<file path="src/logic/icache_pkg.sv">
package icache_pkg;

  // --------------------
  // cache geometry
  // --------------------
  localparam int XLEN       = 32;                   // fetch word width
  localparam int LINE_WORDS = 4;                    // words per line, 16 bytes
  localparam int SETS       = 64;

  localparam int WORD_BITS  = $clog2(LINE_WORDS);           // word select in a line
  localparam int OFF_BITS   = $clog2(LINE_WORDS * XLEN / 8); // byte offset in a line
  localparam int IDX_BITS   = $clog2(SETS);
  localparam int TAG_BITS   = XLEN - IDX_BITS - OFF_BITS;
  localparam int LANE_BITS  = OFF_BITS - WORD_BITS;         // byte lanes in a word

  // --------------------
  // address split
  // --------------------
  typedef struct packed
  {
    logic [TAG_BITS-1:0]  tag;
    logic [IDX_BITS-1:0]  idx;
    logic [WORD_BITS-1:0] word;  // critical word on a miss
    logic [LANE_BITS-1:0] lane;  // ignored, fetches are whole words
  } fetch_adr_t;

  // --------------------
  // transfer records
  // --------------------

  // one beat from the bus, already placed by word index
  typedef struct packed
  {
    logic                 valid;
    logic [WORD_BITS-1:0] word;
    logic [XLEN-1:0]      data;
  } fill_word_t;

  // miss request towards the bus side
  typedef struct packed
  {
    logic       start;  // single cycle
    fetch_adr_t adr;    // line address, word bits kept
  } fill_cmd_t;

  // a complete line, word 0 in the low bits
  typedef logic [LINE_WORDS-1:0][XLEN-1:0] line_t;

endpackage

</file>
<file path="src/logic/icache_fill_ctrl.sv">
`timescale 1ns/1ps

module icache_fill_ctrl (
  input  logic                        clk_i,
  input  logic                        rst_ni,
  input  icache_pkg::fill_cmd_t       fill_cmd_i,
  output logic                        bus_stb_o,
  output logic [31:0]                 bus_adr_o,
  input  logic                        bus_stb_ack_i,
  input  logic                        bus_ack_i,
  input  logic                        bus_err_i,
  input  logic [31:0]                 bus_adr_i,
  input  logic [icache_pkg::XLEN-1:0] bus_q_i,
  output icache_pkg::fill_word_t      fill_word_o,
  output logic                        fill_done_o,
  output logic                        fill_err_o
);
  import icache_pkg::*;

  typedef enum logic [1:0] {IDLE, WAIT_BUS, BURST} bus_state_e;

  bus_state_e           state_q;
  fetch_adr_t           adr_q;       // burst start address
  logic [WORD_BITS-1:0] beat_cnt_q;  // beats left minus one
  fetch_adr_t           beat_adr;
  logic                 beat;
  logic                 last_beat;

  assign beat_adr  = fetch_adr_t'(bus_adr_i);
  assign beat      = (state_q == BURST) & bus_ack_i & ~bus_err_i;
  assign last_beat = beat & (beat_cnt_q == '0);

  // --------------------
  // bus FSM
  // --------------------
  always_ff @(posedge clk_i or negedge rst_ni)
  begin
    if (!rst_ni)
    begin
      state_q    <= IDLE;
      beat_cnt_q <= '0;
    end
    else
    begin
      unique case (state_q)
        IDLE:
          if (fill_cmd_i.start)
            state_q <= WAIT_BUS;         // strobe goes out next cycle
        WAIT_BUS:
          if (bus_err_i)
            state_q <= IDLE;
          else if (bus_stb_ack_i)
          begin
            state_q    <= BURST;
            beat_cnt_q <= WORD_BITS'(LINE_WORDS - 1);
          end
        BURST:
          if (bus_err_i || last_beat)
            state_q <= IDLE;             // error cuts the burst short
          else if (beat)
            beat_cnt_q <= beat_cnt_q - 1'b1;
        default:
          state_q <= IDLE;
      endcase
    end
  end

  always_ff @(posedge clk_i)
  begin
    if (state_q == IDLE && fill_cmd_i.start)
    begin
      adr_q      <= fill_cmd_i.adr;
      adr_q.lane <= '0;                  // word aligned, critical word kept
    end
  end

  // --------------------
  // outputs
  // --------------------
  assign bus_stb_o = (state_q == WAIT_BUS);
  assign bus_adr_o = adr_q;

  assign fill_word_o.valid = beat;
  assign fill_word_o.word  = beat_adr.word;  // slot from the returned address
  assign fill_word_o.data  = bus_q_i;

  assign fill_done_o = last_beat;
  assign fill_err_o  = bus_err_i & (state_q != IDLE);

  // request held steady under back-pressure
  a_adr_stable: assert property (@(posedge clk_i) disable iff (!rst_ni)
    bus_stb_o && !bus_stb_ack_i |=> bus_stb_o && $stable(bus_adr_o));

endmodule

</file>
<file path="config.mk">
export PLATFORM = sky130hd
export DESIGN_NAME = icache_fill_ctrl
export DESIGN_NICKNAME = d
export VERILOG_FILES = /design/src/logic/icache_pkg.sv /design/src/logic/icache_fill_ctrl.sv
export SDC_FILE = /design/constraint.sdc
export NUM_CORES = 1
export LEC_CHECK = 0
export BUFFER_PORTS_ARGS = -buffer_cell sky130_fd_sc_hd__buf_2
export CAP_MARGIN = 10
export CORE_ASPECT_RATIO = 0.8
export CORE_UTILIZATION = 30
export DETAILED_ROUTE_END_ITERATION = 16
export PLACE_DENSITY = 0.82
export SETUP_SLACK_MARGIN = 0.15
export SYNTH_ARGS = -nofsm -noshare
export SYNTH_HDL_FRONTEND = slang
export SYNTH_SLANG_ARGS = --single-unit
export TNS_END_PERCENT = 50
</file>
<file path="constraint.sdc">
create_clock -name clk_i -period 2 [get_ports clk_i]
set_clock_uncertainty 0.2 [all_clocks]
set_input_delay 0.4 -clock clk_i [delete_from_list [all_inputs] [get_ports clk_i]]
set_output_delay 0.4 -clock clk_i [all_outputs]
set_load 0.01 [all_outputs]
</file>
=== Yosys cells after proc, flatten, opt, wreduce, memory -nomap -nowiden ===
Cells that the tools add are included.

* Flip-flop bits (word level): 34
* Latch bits: 0
* Memory bits (writable): 0
* Bits in read-only memories: 0
* Bits of input ports: 102
* Output and inout port bits: 70
* Word-level logic and storage cells: 38
* Memories: 0

* $add $sub $neg: 1
* Multipliers: 0
* Divide/modulo/power cells: 0
* Order comparisons: 0
* Eq/ne operators: 9
* Shifts and indexed selects: 0
* Muxes and demuxes: 10
* Bitwise operators: 5
* Reductions and logical operators: 8

{| class="wikitable"
|+ Operators by type and width
! kind !! number
|-
| 2-bit two-way mux || 8
|-
| 2-bit != test, second input constant || 4
|-
| 2-bit case mux with 3 select lines || 1
|-
| 5-bit AND reduction || 1
|-
| 1-bit AND || 4
|-
| 2-bit zero test || 2
|-
| 2-bit by 1-bit != test with 1-bit output, second input constant || 2
|-
| 2-bit case mux with 2 select lines || 1
|-
| 2-bit nonzero test || 2
|-
| 3-bit by 1-bit != test with 1-bit output, second input constant || 1
|-
| 3-bit AND reduction || 1
|-
| 2-bit by 1-bit equality test with 1-bit output, second input constant || 1
|-
| 2-bit equality test, second input constant || 1
|-
| 2-bit by 1-bit subtractor with 2-bit output, second input constant || 1
|-
| 1-bit logical AND || 1
|-
| 1-bit logical OR || 1
|-
| 1-bit NOT || 1
|}

=== Depth between registers and ports, before layout ===
* Depth in word-level cells: 7
* Depth in mapped cells: 5
* Gate-level depth less buffers: 5

=== Worst setup path after synthesis ===
No wires, ideal clock.

* Path kind: reg-to-reg
* Start: register state_q[1]
* End: register adr_q (netlist bit bus_adr_o[10]), enable pin
* Setup time: 390 ps
* Data arrival time: 1419 ps
* Required time: 1410 ps
* Slack: -9 ps
* Cell stages (with the launch flop): 4
* Path buffers: 0
* Period minus slack after synthesis: 2009 ps
* Path through: dfrtp_1 -> inv_1 -> ha_1 -> and2_1

* Longest elaborated chain between the ends: 2

{| class="wikitable"
|+ Ends and longest elaborated chain
! item !! RTL line !! text
|-
| from (decl) || icache_fill_ctrl.sv:22 || <nowiki>bus_state_e state_q;</nowiki>
|-
| from (signal assigned) || icache_fill_ctrl.sv:40 || <nowiki>state_q <= IDLE;</nowiki>
|-
| from (signal assigned) || icache_fill_ctrl.sv:48 || <nowiki>state_q <= WAIT_BUS;</nowiki>
|-
| from (signal assigned) || icache_fill_ctrl.sv:51 || <nowiki>state_q <= IDLE;</nowiki>
|-
| 2-bit zero test || icache_fill_ctrl.sv:70 || <nowiki>if (state_q == IDLE && fill_cmd_i.start)</nowiki>
|-
| 1-bit logical AND || icache_fill_ctrl.sv:70 ||
|-
| to (signal assigned) || icache_fill_ctrl.sv:72 || <nowiki>adr_q <= fill_cmd_i.adr;</nowiki>
|-
| to (decl) || icache_fill_ctrl.sv:23 || <nowiki>fetch_adr_t adr_q;</nowiki>
|}

No other way between the ends.
A chain may end at the register's enable or synchronous reset.

=== Worst setup path after layout ===
* Start: register state_q[1]
* End: output fill_done_o

* Longest elaborated chain between the ends: 4

{| class="wikitable"
|+ Ends and longest elaborated chain
! item !! RTL line !! text
|-
| 2-bit equality test || icache_fill_ctrl.sv:30 || <nowiki>assign beat = (state_q == BURST) & bus_ack_i & ~bus_err_i;</nowiki>
|-
| 1-bit AND (2 in a row) || icache_fill_ctrl.sv:30 ||
|-
| 1-bit AND || icache_fill_ctrl.sv:31 || <nowiki>assign last_beat = beat & (beat_cnt_q == '0);</nowiki>
|-
| to (decl) || icache_fill_ctrl.sv:15 || <nowiki>output logic fill_done_o,</nowiki>
|}

No other way between the ends.

==> results.yml <==
status:
  status: "finished clean"
setup_path:
  criticalPathCategory: "reg -> out"
  critPathLaunch: "state_q[1]$_DFFE_PN0P_"
  worst_ep_arrival_time_ns: 1.27
  slowest_delay_ns: 0.41
  cp.required_ns: 1.40
  cp_num_cells: 5
  rr_worst_depth: 8
  critPathMaxFanout: 2
  cp_slowest_cell: "dfrtp_1"
  cp_top_family: "flip-flops"
  critPathCaptureType: "output pin"
  worstSetupStartpointType: "flop"
  path_cells: "ha_4, nand3b_1, inv_1, and2_4, buf_6"
  r2r_start: "state_q[0]$_DFFE_PN0P_"
  path_buf_inv: 2
finish:
  num_antenna_cells: 0
  fin_cells: 212
  multi_input_area_sq_um: 265
  syn_to_final_growth_pct: 26.3
  nets: 257
  final_util: 0.405
  seqCellArea_sq_um: 1000
  drive_gt1_frac: 0.612
  nFillCells: 441
power:
  switchingPower_mw: 0.654
  p_comb_frac: 0.308
  power.share.sequential: 0.436
  power_leakage_nw: 0.822
  vdd_drop_max_mv: 0.459
  swShare: 0.282
  power.internal_mw: 1.67
  clkPwrFrac: 0.256
  powerDensity_nw_per_um2: 1220
global_route:
  grt_max_degree: 31
  grt_pass1_vias: 842
  grt_pass1_wl_microns: 3910
  grt.overflow.total: 0
  antenna_found_initial: 0
  gr-usage-all-layers: 0.100
clocking:
  clock_latency_ns: 0.27
  clk_path_buf_depth: 2
  cts_made_buffers: 5
  cts_tree: "built"
  cts_htree_levels: 2
  root_buffer: "clkbuf_8"
  cts.reportedPaths.clkPinSlew_ns: 0.07
  clkSinkCount: 34
detailed_routing:
  drtAntennaViolNets: 0
  post_drt_wl_per_cell_microns: 12.4
  num_vias: 896
  drc: 0
  via_per_inst: 4.23
  wl_microns: 2630
  drt_iter0_drc: 16
  dr.pass1.iters: 3
timing:
  setup_viol: 0
  drv_slew: 0
  post-route-period-util: 0.935
  rsz0062_at_grt: "true"
  fin_setup_tns_ns: 0
  min_period_ns: 1.87
  max_freq_mhz: 535
  hold_viol_final: 0
place:
  dp_cells: 196
  numPortBuffers: 69
  gp_congestion: 0.864
synth:
  synth_seq_area_share: 0.664
  yosys_warnings: 0
  yosysUniqueCellTypes: 22
  synth.avg_cell_area_sq_um: 14.8
  syn_inst: 102
  syn_area_sq_um: 1510
  ys_ff_latch: 34
worst_hold_path:
  holdPathStages: 1
  hp-class: "in -> reg"
  worstHoldStart: "fill_cmd_i[31]"
floorplan:
  fp.dieW_microns: 81.3
  start_util: 0.320
  num_rows: 22
  fp.coreArea_sq_um: 4710
  io-pin-count: 172
  die_area_sq_um: 5310
  die_y_microns: 65.4
job:
  drv_cap: 0
==> state kept, by name, indices dropped and copies added, names as in the netlist <==
| signal | cells |
|---|---|
| bus_adr_o | 30 |
| beat_cnt_q | 2 |
| state_q | 2 |
==> per-layer routing <==
layer | wire [microns] | share of wire | global-route usage
met2 | 1170 | 0.44 | 0.158
met1 | 1130 | 0.43 | 0.113
met3 | 305 | 0.12 | 0.0528
met4 | 25 | 0.0095 | 0.0402
met5 | 0 | 0 | 0
==> layout by cell type (no fill, tap or decap) <==
master         count
buf_6              1
and2_2             1
ha_2               1
a21bo_2            1
inv_2              2
edfxtp_1          30
a31oi_1            1
buf_12             1
and2_4             1
dfrtp_1            4
a22oi_1            1
nand3b_1           1
a21oi_1            2
dlygate4sd3_1      1
nand3_1            1
ha_4               3
a2bb2oi_1          1
o32ai_1            1
nor2b_1            2
bufinv_16          1
inv_1              4
or3b_1             1
buf_2             68
clkbuf_1           2
clkbuf_8           5
conb_1             2
buf_4              7
a2111oi_4          1
nand2b_1           3
a221o_1            1
mux2i_1            1
==> power by group through the flow <==
stage	Combinational, mW	Sequential [mW]	Clock, mW
finish	0.716	1.01	0.594
global route	0.788	1.03	0.642
CTS	0.702	1.02	0.616
detailed placement	0.583	1.03	0
global placement	0.571	1.02	0
floorplan	0.330	1.10	0
==> repair_timing <==
action                                  CTS  global route
hold buffers                              1             0
resized for setup                        10             2
setup buffers                             7             0
pin swaps                                 2             1
hold endpoints to repair                  4             0
endpoints found under the setup margin    2             6
==> cell type report <==
class,instances,share of cell area
Timing Repair Buffer,78,0.228
Sequential cell,34,0.526
Multi-Input combinational cell,26,0.139
Tap cell,60,0.0394
Inverter,6,0.0118
Clock buffer,7,0.0401
Clock inverter,1,0.0158
==> worst paths after layout <==
check / end / slack (ns)
hold / removal: bus_adr_o[31]$_DFFE_PP_ / 0.09
setup reg to reg: beat_cnt_q[1]$_DFFE_PN0P_ / 0.25
min in group asynchronous: beat_cnt_q[0]$_DFFE_PN0P_ / 0.27
max in group asynchronous: beat_cnt_q[1]$_DFFE_PN0P_ / 1.19
hold reg to reg: beat_cnt_q[0]$_DFFE_PN0P_ / 0.34
setup / recovery: fill_done_o / 0.13
==> cells in the mapped netlist (all sizes together) <==
cell	number	area, sq um
nand3	1	5.00
conb	1	3.75
a22oi	1	7.51
o32ai	1	8.76
a31oi	1	6.26
buf	37	278
a2111oi	1	15.0
inv	6	22.5
a221o	1	10.0
dfrtp	4	100
a21oi	2	10.0
a2bb2oi	1	8.76
edfxtp	30	901
or3b	1	8.76
nand2b	3	18.8
a21bo	1	10.0
ha	4	50.1
mux2i	1	10.0
nand3b	1	7.51
nor2b	2	12.5
and2	2	13.8
==> stage by stage <==
step,area [sq um],hold WS [ns],worst slack [ns],power (mW)
after floorplan,1510,-0.0956,0.301,1.43
after global placement,1680,0.0145,0.273,1.59
after detailed placement,1680,0.0206,0.257,1.61
after CTS,1890,0.0829,0.116,2.33
after global routing,1900,0.0813,0.0528,2.46
final,1900,0.0930,0.130,2.32
==> cell families after synthesis <==
group / count (synthesis) / share of synthesized area
AOI/OAI and AO/OA: 9 / 0.0506
adders and majority gates: 4 / 0.0332
buffers and inverters: 43 / 0.199
DFF: 34 / 0.664
muxes: 1 / 0.00664
other: 1 / 0.00249
and+or+nand+nor: 10 / 0.0440
No activity file was read; power rests on OpenSTA's default activity.
