==> src/logic/icache_pkg.sv <==
package icache_pkg;

  // --------------------
  // cache geometry
  // --------------------
  localparam int XLEN       = 32;                   // fetch word width
  localparam int LINE_WORDS = 4;                    // words per line, 16 bytes
  localparam int SETS       = 64;

  localparam int WORD_BITS  = $clog2(LINE_WORDS);           // word select in a line
  localparam int OFF_BITS   = $clog2(LINE_WORDS * XLEN / 8); // byte offset in a line
  localparam int IDX_BITS   = $clog2(SETS);
  localparam int TAG_BITS   = XLEN - IDX_BITS - OFF_BITS;
  localparam int LANE_BITS  = OFF_BITS - WORD_BITS;         // byte lanes in a word

  // --------------------
  // address split
  // --------------------
  typedef struct packed
  {
    logic [TAG_BITS-1:0]  tag;
    logic [IDX_BITS-1:0]  idx;
    logic [WORD_BITS-1:0] word;  // critical word on a miss
    logic [LANE_BITS-1:0] lane;  // ignored, fetches are whole words
  } fetch_adr_t;

  // --------------------
  // transfer records
  // --------------------

  // one beat from the bus, already placed by word index
  typedef struct packed
  {
    logic                 valid;
    logic [WORD_BITS-1:0] word;
    logic [XLEN-1:0]      data;
  } fill_word_t;

  // miss request towards the bus side
  typedef struct packed
  {
    logic       start;  // single cycle
    fetch_adr_t adr;    // line address, word bits kept
  } fill_cmd_t;

  // a complete line, word 0 in the low bits
  typedef logic [LINE_WORDS-1:0][XLEN-1:0] line_t;

endpackage

==> src/logic/icache_line_buf.sv <==
`timescale 1ns/1ps

module icache_line_buf (
  input  logic                   clk_i,
  input  logic                   rst_ni,
  input  icache_pkg::fill_cmd_t  fill_cmd_i,
  input  icache_pkg::fill_word_t fill_word_i,
  output icache_pkg::line_t      line_o,
  output logic                   line_full_o
);
  import icache_pkg::*;

  line_t                 line_q;
  logic [LINE_WORDS-1:0] mask_q;  // one bit per word slot

  // --------------------
  // word slots
  // --------------------
  always_ff @(posedge clk_i)
  begin
    if (fill_word_i.valid)
      line_q[fill_word_i.word] <= fill_word_i.data;  // wrap order sorted out here
  end

  // --------------------
  // fill mask
  // --------------------
  always_ff @(posedge clk_i or negedge rst_ni)
  begin
    if (!rst_ni)
    begin
      mask_q <= '0;
    end
    else
    begin
      if (fill_cmd_i.start)
        mask_q <= '0;                         // new miss
      else if (fill_word_i.valid)
        mask_q[fill_word_i.word] <= 1'b1;
    end
  end

  // high from the cycle after the last beat until the next start
  assign line_full_o = &mask_q;
  assign line_o      = line_q;

  // bus must hand out each word of the line once
  a_no_rewrite: assert property (@(posedge clk_i) disable iff (!rst_ni)
    fill_word_i.valid |-> !mask_q[fill_word_i.word]);

endmodule

==> config.mk <==
export PLATFORM = sky130hd
export DESIGN_NAME = icache_line_buf
export DESIGN_NICKNAME = d
export VERILOG_FILES = /design/src/logic/icache_pkg.sv /design/src/logic/icache_line_buf.sv
export SDC_FILE = /design/constraint.sdc
export NUM_CORES = 1
export LEC_CHECK = 0
export ABC_AREA = 1
export ABC_CLOCK_PERIOD_IN_PS = 1000
export BUFFER_PORTS_ARGS = -buffer_cell sky130_fd_sc_hd__clkbuf_2
export CAP_MARGIN = 20
export CORE_MARGIN = 1.5
export CORE_UTILIZATION = 30
export CTS_CLUSTER_DIAMETER = 60
export DETAILED_ROUTE_END_ITERATION = 16
export HOLD_SLACK_MARGIN = 0.12
export SETUP_SLACK_MARGIN = 0.02
export SLEW_MARGIN = 20
export SYNTH_ARGS = -nofsm -noshare
export SYNTH_HDL_FRONTEND = slang
export SYNTH_SLANG_ARGS = --single-unit
==> constraint.sdc <==
create_clock -name clk_i -period 1 [get_ports clk_i]
set_input_delay 0.15 -clock clk_i [delete_from_list [all_inputs] [get_ports clk_i]]
set_output_delay 0.15 -clock clk_i [all_outputs]
set_load 0.01 [all_outputs]
### After elaboration in Yosys (flattened, before gate mapping)

Cells that the tools add are included.

* output and inout port bits: 129
* flip-flop bits (word level): 132
* word-level logic and storage cells: 18

* bitwise gates (word level): 1
* magnitude comparators: 2
* mux-type cells: 7
* reductions and logical operators: 3

Operators with widths (number)
* 128-bit bitwise mux: 1
* 32-bit demux with 2-bit select: 1
* 32-bit 2-to-1 mux: 1
* 4-bit 2-to-1 mux: 2
* 4-bit bitwise OR: 1
* 4-bit AND reduction: 1
* 2-bit by 3-bit < comparator with 1-bit output, second input constant: 1
* 1-bit demux with 2-bit select: 1
* 2-bit by 1-bit >= comparator with 1-bit output, second input constant: 1
* 2-bit nonzero test: 1
* 1-bit logical AND: 1
* 1-bit 2-to-1 mux: 1

### Longest topological paths before layout

Gate-level depths: netlist (run 1).

* word-level depth: 7
* gate-level depth with buffers: 3
* depth with buffers taken out: 3

### Least setup slack after synthesis (run 1)

OpenSTA, ideal clock, no wires.

* kind: in2reg
* start: in fill_word_i[33] in the netlist's numbering
* end: reg line_q (netlist bit line_o[0]), enable pin
* arrival: 951 ps
* setup time: 387 ps
* cell stages on the path: 3
* path slack: -337 ps
* data required time: 613 ps
* path buffers: 0
* cell sequence: nor2_1 nand2_1 inv_1

RTL lines
* start, declared: line icache_line_buf.sv:7 `input icache_pkg::fill_word_t fill_word_i,`
* end signal, assigned by index: line icache_line_buf.sv:22 `line_q[fill_word_i.word] <= fill_word_i.data;`
* end, declared: line icache_line_buf.sv:13 `line_t line_q;`

### Final worst setup path (run 1)

* start: reg mask_q[0]
* end: out line_full_o

* cells in the longest elaborated chain, start to end: 1

Ends and longest elaborated chain
* start, declared: line icache_line_buf.sv:14 `logic [LINE_WORDS-1:0] mask_q;`
* start signal, assigned: line icache_line_buf.sv:32 `mask_q <= '0;`
* start signal, assigned: line icache_line_buf.sv:37 `mask_q <= '0;`
* start signal, assigned by index: line icache_line_buf.sv:39 `mask_q[fill_word_i.word] <= 1'b1;`
* 4-bit AND reduction: line icache_line_buf.sv:44 `assign line_full_o = &mask_q;`
* end, declared: line icache_line_buf.sv:9 `output logic line_full_o`

No other way between the ends.

==> summary.md, run 1 <==
| Metric | Value |
|---|---|
| First DRT Iteration DRCs | 144 |
| Endpoints failing hold | 0 |
| Ant. Diodes | 0 |
| Cell Area, Synth | 4040 um2 |
| Yosys warns | 0 |
| RSZ-0062 raised after global routing | true |
| CP endpoint kind | primary output |
| Vias | 2,293 |
| Total chip power | 0.0129 W |
| CTS root buf | clkbuf_16 |
| Clk pin slew, worst setup/hold paths | 0.05 ns |
| Synth top area share | 95.2% |
| Antenna violations before repair | 0 |
| Failing checks | setup timing |
| Period utilization | 125% |
| Max stage delay on crit path | 0.34 ns |
| Setup WS post-layout | -0.246 ns |
| Die area | 14,200 um2 |
| RD Place Congestion | 0.675 |
| Area leader, netlist | edfxtp_1 |
| Total iterations of the first detailed-routing run | 4 |
| Startpoint Class | flop |
| CP max FO | 2 |
| CTS tree | done |
| DPL Wire Length | 5610 um |
| Worst EP arrival | 1.10 ns |
| Clock buffer depth | 2 |
| Syn nets | 223 |
| Worst rel slew slack | 79.7% |
| Cell count after synthesis | 153 |
| Power Dens Cells | 2060 nW/um2 |
| Crit path kind | flop to primary output |
| Crit-path cells | inv_2 -> nor3_2 -> buf_2 |
| Synth-to-layout area growth | 55.4% |
| Yosys reg bits | 132 |
| Slew @ Worst Pin | 0.305 ns |
| Post-layout min period | 1.25 ns |
| Die height | 119 um |
| Clock buffer count from CTS | 17 |
| Syn Area/Cell | 26.4 um2 |
| I/O Buffers | 166 |
| Yosys cell types | 9 |
| Pin count of the biggest net entering global routing | 20 |
| Overall routing resource usage | 12.0% |
| Status | finished with violations |
| Final Slew Violations | 0 |
| FMAX | 803 MHz |
| Wirelength per Cell | 14.3 um |
| Gr ovfl total | 0 |
| Antenna-violating nets left | 0 |
| Worst Path Required | 0.85 ns |
| Max-cap violations | 0 |
| Clk_lat worst skew | 0.41 ns |
| Die Width | 119 um |
| H-tree levels | 4 |
| Vias per cell | 3.99 |
| Residual DRC | 0 |
| Final net count | 455 |
| Hold Path Class | input port to flop |
| Num ports | 199 |
| Setup violations, final | 129 |
| Worst vdd ir | 0.000778 V |
| WL final | 8190 um |
| FP Rows | 42 |
| Placed insts | 507 |
| Crit path buffers/inverters | 2 |
| Delay-heaviest family, CP | flip-flops |
| Share of cells above drive strength 1 | 54.8% |
| CTS sink cnt | 132 |
| Setup TNS | -7.35 ns |
| Final std cells w/o fill | 574 |
| Vias in the first global route | 2,265 |
| First-pass GRT wire length | 12,200 um |
| Leading post-synthesis cells by cell area | edfxtp_1 95%, dfrtp_1 2.5%, inv_1 0.93% |
| CP max-delay cell | dfrtp_1 |
| Placeable Area | 13,200 um2 |
| Starting Density | 30.6% |
| Worst Skew | 0 ns |
| Post-synthesis sequential area ratio | 97.7% |
| Leakage | 2.46 nW |
==> final cells by class <==
| cell class | count | area (um2) |
|---|---|---|
| Sequential cell | 132 | 3940 |
| Timing Repair Buffer | 213 | 1370 |
| Multi-Input combinational cell | 11 | 108 |
| Inverter | 10 | 77.6 |
| Clock buffer | 20 | 437 |
| Clock inverter | 12 | 114 |
| Fill cell | 1108 | 6920 |
| Tap cell | 176 | 220 |
==> power breakdown <==
group	leakage [nW]	internal [W]	switching, W
logic	0.961	0.000365	0.000441
clock network	0.274	0.00361	0.00203
registers	1.23	0.00637	0.0000718
total	2.46	0.0103	0.00254
==> worst min-delay path, cell delays in order <==
cell and delay (ns):
clkbuf_2 0.17, nand2_2 0.12, buf_4 0.11, a21oi_2 0.04
==> per-stage QoR <==
stage / area [um2] / hold slack [ns] / setup slack [ns] / utilization, %
final: 6270 / 0.214 / -0.246 / 47.5
after global routing: 6270 / 0.239 / -0.312 / 47.5
after CTS: 6270 / 0.206 / -0.289 / 47.5
after detailed placement: 5370 / -0.0406 / -0.231 / 40.7
after global placement: 5370 / -0.0425 / -0.213 / 40.7
after floorplan: 4120 / -0.146 / -0.0809 / -
==> Yosys cell counts <==
cell,n
a21oi_2,1
dfrtp_1,4
edfxtp_1,128
nor3_1,1
nand2_1,2
nor2_1,1
inv_1,10
a21oi_1,3
nand3_1,3
==> cells in the final DEF (no fill, tap or decap), types with 2 or more instances in the layout <==
master and instances:
buf_12 8, clkinv_2 5, clkbuf_16 17, clkinvlp_4 4, dlygate4sd3_1 35, inv_12 2, buf_2 2, clkinv_4 2
clkinv_1 3, a21oi_1 3, edfxtp_1 128, buf_4 4, dfrtp_1 4, inv_1 3, nand3_4 3, clkbuf_2 164
clkbuf_1 3, bufinv_16 2
==> timing repair <==
action	CTS	global route
endpoints found under the setup margin	129	129
resized for setup	2	2
setup buffers	0	0
hold buffers	35	0
endpoints found under the hold margin	136	0
==> cells by family after synthesis <==
group | after synthesis | synth area share (%)
DFF | 132 | 97.7
and+or+nand+nor | 7 | 0.775
AOI/OAI and AO/OA | 4 | 0.589
buffers and inverters | 10 | 0.930
==> metal layers <==
metal	vias up	routed length (um)	part of all wire, %	track usage (%)
met5	-	0	0	0
met4	0	144	1.8	6.10
met3	12	610	7.4	5.27
met2	110	4210	51	19.5
met1	1101	3230	39	13.5
li1	1070	-	-	-
==> flip-flops by register name (all words and copies together) (netlist names) <==
| signal | cells |
|---|---|
| mask_q | 4 |
| line_o | 128 |
==> final timing paths <==
check	startpoint	to	slack [ns]	cells past startpoint
worst max-delay path	mask_q[0]	line_full_o	-0.25	3
worst min-delay path	fill_word_i[34]	mask_q[0]	0.21	4
worst max register to register	mask_q[3]	mask_q[3]	0.40	2
worst min register to register	mask_q[2]	mask_q[2]	0.52	2
max in group asynchronous	rst_ni	mask_q[0]	0.21	3
min in group asynchronous	rst_ni	mask_q[3]	0.63	3
Power figures use the tool's default switching activity.
==> inputs of run 2 (changes only) <==
--- a/config.mk
+++ b/config.mk
@@ -14,6 +14,7 @@
 export CTS_CLUSTER_DIAMETER = 60
 export DETAILED_ROUTE_END_ITERATION = 16
 export HOLD_SLACK_MARGIN = 0.12
+export PLACE_DENSITY_LB_ADDON = 0.08
 export SETUP_SLACK_MARGIN = 0.02
 export SLEW_MARGIN = 20
 export SYNTH_ARGS = -nofsm -noshare
==> run 2 against run 1 <==
  * The run still ends with setup timing left
  * Maximum frequency shrank 4.5%
  * Register-to-register slack got worse by 0.11 ns
  * First-iteration DRC count decreased by 14%
  * Clock power is 7.8% higher
  * Combinational power grew 2%
  * Critical path type unchanged
==> summary.md, run 2 (synthesized netlist as in run 1, its figures left out) <==
| Metric | Value |
|---|---|
| Worst Skew | 0 ns (unchanged) |
| Die height | 119 um (unchanged) |
| Number of flip-flops in the largest register | 128 (unchanged) |
| Overall routing resource usage | 12.8% (+0.75 points) |
| Clock buffer count from CTS | 17 (unchanged) |
| Startpoint Class | flop |
| Num ports | 199 (unchanged) |
| Antenna-violating nets left | 0 (unchanged) |
| Crit path kind | flop to primary output |
| Post-layout min period | 1.30 ns (+0.0582 ns) |
| I/O Buffers | 166 (unchanged) |
| Residual DRC | 0 (unchanged) |
| Clk_lat worst skew | 0.41 ns (about the same) |
| Vias per cell | 4.01 (+0.35%) |
| Total iterations of the first detailed-routing run | 6 (+2) |
| CTS sink cnt | 132 (unchanged) |
| Synth-to-layout area growth | 56.5% |
| FP Rows | 42 (unchanged) |
| Clk pin slew, worst setup/hold paths | 0.05 ns (about the same) |
| Starting Density | 30.6% (unchanged) |
| First DRT Iteration DRCs | 124 (-14%) |
| CTS root buf | clkbuf_16 |
| First-pass GRT wire length | 12,900 um (+6.2%) |
| H-tree levels | 4 (unchanged) |
| Antenna violations before repair | 0 (unchanged) |
| Max-cap violations | 0 (unchanged) |
| Period utilization | 130% (+5.8 points) |
| Most common cell after layout, fill and taps aside | clkbuf_2 |
| Endpoints failing hold | 0 (unchanged) |
| Sw frac | 20.4% (+0.69 points) |
| Placed inst area | 5360 um2 (-0.14%) |
| Gr ovfl total | 0 (unchanged) |
| Final Core Density | 47.9% (+0.35 points) |
| Wirelength per Cell | 15.1 um (+5.6%) |
| RSZ-0062 raised after global routing | true |
| Placeable Area | 13,200 um2 (unchanged) |
| Worst EP arrival | 1.15 ns (+0.05 ns) |
| Sequential share of power | 48.2% (-1.8 points) |
| Design Area, Final | 6320 um2 (+0.74%) |
| Vias in the first global route | 2,347 (+3.6%) |
| Power Dens Cells | 2110 nW/um2 (+2.7%) |
| Net Sw Power | 0.00272 W (+7.0%) |
| Failing checks | setup timing |
| Vias | 2,301 (+0.35%) |
| Combinational cell fraction of total power | 6.2% (about the same) |
| Die Width | 119 um (unchanged) |
| Commonest cells after routing, fill and taps aside | 155 x clkbuf_2, 128 x edfxtp_1, 35 x dlygate4sd3_1, 17 x clkbuf_16, 11 x buf_2 |
| Internal | 0.0106 W (+2.5%) |
| Setup violations, final | 129 (unchanged) |
| Worst vdd ir | 0.00130 V (+67%) |
| DPL Wire Length | 5770 um (+3.0%) |
| WL final | 8650 um (+5.6%) |
| Fillers | 1,131 (+2.1%) |
| Clock share of power | 45.6% (+1.8 points) |
| Die area | 14,200 um2 (unchanged) |
| Leakage | 2.48 nW (+0.79%) |
| Clock buffer depth | 2 (unchanged) |
| Setup WS post-layout | -0.304 ns (-0.0582 ns) |
| Share of cells above drive strength 1 | 55.8% (+1.0 points) |
| Hold Path Class | input port to flop |
| CP endpoint kind | primary output |
| Pin count of the biggest net entering global routing | 18 (-10%) |
| Worst rel slew slack | 78.8% (-0.90 points) |
| Final net count | 455 (unchanged) |
| Slew @ Worst Pin | 0.318 ns (+0.0134 ns) |
| CTS tree | done |
| CP max FO | 2 (unchanged) |
| Worst Path Required | 0.85 ns (about the same) |
| Status | finished with violations |
| RD Place Congestion | 0.669 (-1.0%) |
| Final Slew Violations | 0 (unchanged) |
| FMAX | 767 MHz (-4.5%) |
| Ant. Diodes | 0 (unchanged) |
run 2: changes by cell type in the layout (fill, tap and decap cells not counted):
cell / before / now
clkinv_1: 3 / 2
clkinv_2: 5 / 4
clkbuf_1: 3 / 0
nor3_2: 1 / 0
bufinv_16: 2 / 3
buf_2: 2 / 11
clkbuf_2: 164 / 155
clkinvlp_4: 4 / 8
nor3_4: 0 / 1
run 2: critical path, cell delays in order, from the launching register on:
cell and delay, ns:
dfrtp_1 0.34, inv_2 0.05, nor3_4 0.19, buf_2 0.16
run 2: area by class of cell:
class	count	area [um2]	share of cell area, %
Inverter	10	77.6	1.23
Timing Repair Buffer	213	1370	21.7
Tap cell	176	220	3.49
Multi-Input combinational cell	11	114	1.80
Clock inverter	15	165	2.61
Sequential cell	132	3940	62.4
Clock buffer	17	425	6.73
run 2: metal layers:
layer,wire [um],track usage [%],up-vias
li1,-,-,1074
met1,3710,15.3,1098
met2,3940,19.0,116
met3,828,6.80,13
met4,163,5.87,0
met5,0,0,-
run 2: path summary, 6_finish.rpt:
path,depth (start not counted),start,slack (ns),to
max,3,mask_q[0],-0.30,line_full_o
min,3,fill_word_i[34],0.14,mask_q[2]
max reg2reg,3,mask_q[2],0.29,mask_q[2]
min reg2reg,2,mask_q[1],0.52,mask_q[1]
max in group asynchronous,3,rst_ni,0.18,mask_q[1]
min in group asynchronous,3,rst_ni,0.65,mask_q[0]
run 2: power groups by stage:
stage	combinational [W]	sequential (W)	clock (W)
global placement	0.000722	0.00655	0
detailed placement	0.000720	0.00654	0
floorplan	0.0000887	0.00668	0
CTS	0.000832	0.00643	0.00622
finish	0.000820	0.00643	0.00608
global route	0.000886	0.00645	0.00648
run 2: timing repair:
action,4_1_cts,5_1_grt
setup endpoints to repair,129,129
buffers inserted,0,1
pin swaps,0,0
hold buffers,35,0
endpoints found under the hold margin,136,0
resized for setup,3,11
run 2: per-stage QoR:
step / setup slack (ns) / instances / TNS, ns / hold WS, ns / power, W
3_5_place_dp: -0.217 / 506 / -24.98 / -0.0316 / 0.00726
3_3_place_gp: -0.211 / 506 / -23.79 / -0.0299 / 0.00727
4_1_cts: -0.323 / 573 / -10.83 / 0.128 / 0.0135
2_1_floorplan: -0.0809 / 153 / -7.29 / -0.146 / 0.00677
6_report: -0.304 / 574 / -7.71 / 0.139 / 0.0133
5_1_grt: -0.354 / 574 / -13.66 / 0.145 / 0.0138
==> inputs of run 3 (changes only) <==
--- a/config.mk
+++ b/config.mk
@@ -16,6 +16,7 @@
 export HOLD_SLACK_MARGIN = 0.12
 export PLACE_DENSITY_LB_ADDON = 0.08
 export SETUP_SLACK_MARGIN = 0.02
+export SKIP_CTS_REPAIR_TIMING = 1
 export SLEW_MARGIN = 20
 export SYNTH_ARGS = -nofsm -noshare
 export SYNTH_HDL_FRONTEND = slang
==> run 3 against run 2 <==
  * The run still ends with setup timing left
  * Non-clock buffer count fell by 1
  * Utilization barely moved
  * Wire length rose by 0.16%
  * Global-route usage fell by 0.45 points
  * First-iteration DRC count rose by 0.81%
  * Highest routed layer unchanged
  * Final area barely moved
  * Maximum frequency rose by 0.57%
  * Final cell count fell by 0.17%
==> summary.md, run 3 (synthesized netlist as in run 1, its figures left out) <==
| Metric | Value |
|---|---|
| Status | finished with violations |
| Failing checks | setup timing |
| Worst Path Required | 0.85 ns (about the same) |
| I/O Buffers | 166 (unchanged) |
| Worst Setup SP | mask_q[0] |
| Antenna violations before repair | 0 (unchanged) |
| Leakage | 2.48 nW (-0.15%) |
| Commonest cells after routing, fill and taps aside | 158 x clkbuf_2, 128 x edfxtp_1, 35 x dlygate4sd3_1, 17 x clkbuf_16 |
| Delay-heaviest family, CP | flip-flops |
| CTS root buf | clkbuf_16 |
| Die area | 14,200 um2 (unchanged) |
| FMAX | 771 MHz (+0.57%) |
| Setup violations, final | 129 (unchanged) |
| Post-layout min period | 1.30 ns (-0.00745 ns) |
| Hold Path Class | input port to flop |
| R2r setup slk | 0.35 ns (+0.06 ns) |
| Most common cell after layout, fill and taps aside | clkbuf_2 |
| Gr ovfl total | 0 (unchanged) |
| Residual DRC | 0 (unchanged) |
| Slew @ Worst Pin | 0.316 ns (-0.00251 ns) |
| RD Place Congestion | 0.669 (unchanged) |
| RSZ-0062 raised after global routing | true |
| Power Dens Cells | 2110 nW/um2 (about the same) |
| Setup TNS | -7.58 ns (+0.126 ns) |
| Pin count of the biggest net entering global routing | 18 (unchanged) |
| Num ports | 199 (unchanged) |
| Final std cells w/o fill | 573 (-0.17%) |
| Antenna-violating nets left | 0 (unchanged) |
| Placeable Area | 13,200 um2 (unchanged) |
| Final net count | 454 (-0.22%) |
| Period utilization | 130% (-0.75 points) |
| Vias in the first global route | 2,176 (-7.3%) |
| H-tree levels | 4 (unchanged) |
| Hold Slack | 0.142 ns (+0.00343 ns) |
| Endpoints failing hold | 0 (unchanged) |
| Worst Skew | 0 ns (unchanged) |
| WL final | 8660 um (+0.16%) |
| Share of cells above drive strength 1 | 55.9% (+0.14 points) |
| Ant. Diodes | 0 (unchanged) |
| Worst Setup EP | line_full_o |
| Total iterations of the first detailed-routing run | 4 (-2) |
| First-pass GRT wire length | 12,300 um (-4.6%) |
| CTS tree | done |
| Clk_lat worst skew | 0.41 ns (about the same) |
| Final Slew Violations | 0 (unchanged) |
| Vias | 2,305 (+0.17%) |
| Crit-path cells | inv_2 -> nor3_4 -> buf_2 |
| Worst rel slew slack | 79.0% (+0.17 points) |
| Max-cap violations | 0 (unchanged) |
| Worst vdd ir | 0.00130 V (-0.13%) |
| Vias per cell | 4.02 (+0.35%) |
| Clock buffer depth | 2 (unchanged) |
| Placed insts | 506 (unchanged) |
| Crit path buffers/inverters | 2 (unchanged) |
| Clk pin slew, worst setup/hold paths | 0.05 ns (about the same) |
| Number of flip-flops in the largest register | 128 (unchanged) |
| CP max FO | 2 (unchanged) |
| CTS sink cnt | 132 (unchanged) |
| FP Rows | 42 (unchanged) |
| Worst EP arrival | 1.15 ns (about the same) |
| Die height | 119 um (unchanged) |
| Wirelength per Cell | 15.1 um (+0.34%) |
| Pre-CTS worst setup slack | -0.217 ns (unchanged) |
| CP endpoint kind | primary output |
| Design Area, Final | 6310 um2 (about the same) |
| Die Width | 119 um (unchanged) |
| Levels on crit path | 3 (unchanged) |
| DPL Wire Length | 5770 um (unchanged) |
| Clock buffer count from CTS | 17 (unchanged) |
| Placed inst area | 5360 um2 (unchanged) |
| Startpoint Class | flop |
| First DRT Iteration DRCs | 125 (+0.81%) |
| Crit path kind | flop to primary output |
| Synth-to-layout area growth | 56.4% (about the same) |
| Max stage delay on crit path | 0.34 ns (about the same) |
| Worst reg2reg endpoint | mask_q[3] |
| R2R depth | 2 (-1) |
| CP max-delay cell | dfrtp_1 |
| Starting Density | 30.6% (unchanged) |
| Overall routing resource usage | 12.3% (-0.45 points) |
| Reg2reg start | mask_q[3] |
| Setup WS post-layout | -0.297 ns (+0.00745 ns) |
==> run 3: cell types whose count changed in the layout (fill, tap and decap cells not counted) <==
cell and delta:
buf_2 -3, clkbuf_2 +3, buf_4 -1, nand2_1 -1, nand2_2 +1
==> run 3: worst min-delay path, stage by stage <==
cell and delay (ns):
clkbuf_2 0.17, nand3_4 0.13, a21oi_1 0.06
==> run 3: worst min-delay path by stage <==
stage                               start   endpoint  slack, ns  depth (start not counted)
after floorplan                    rst_ni  mask_q[0]      -0.15                          0
after global placement             rst_ni  mask_q[2]      -0.03                          1
after detailed placement           rst_ni  mask_q[2]      -0.03                          1
after CTS                          rst_ni  mask_q[3]      -0.48                          1
after global routing      fill_word_i[34]  mask_q[1]       0.15                          3
final                     fill_word_i[34]  mask_q[2]       0.14                          3
==> run 3: per-layer routing <==
layer,up-vias,GRT usage [%],part of all wire [%]
met5,-,0,0
met4,0,5.87,1.7
met3,11,6.99,9.5
met2,113,17.9,46
met1,1112,14.8,43
li1,1069,-,-
==> run 3: metrics by stage <==
stage,power (W),util (%)
2_1_floorplan,0.00677,-
3_3_place_gp,0.00727,40.6
3_5_place_dp,0.00726,40.6
4_1_cts,0.0134,45.1
5_1_grt,0.0138,47.9
6_report,0.0133,47.9
==> run 3: final cells by class <==
cell class              count  area [um2]
well taps                 176         220
clock buffers              17         425
multi-input cells          11         116
flip-flops and latches    132        3940
clock inverters            15         165
inverters                  10        77.6
fillers                  1130        6880
repair buffers            212        1360
==> run 3: report_power, final <==
group	switching, W	total [W]	internal (W)
sequential	0.0000696	0.00643	0.00636
clock	0.00220	0.00607	0.00388
combinational	0.000453	0.000817	0.000364
total	0.00272	0.0133	0.0106
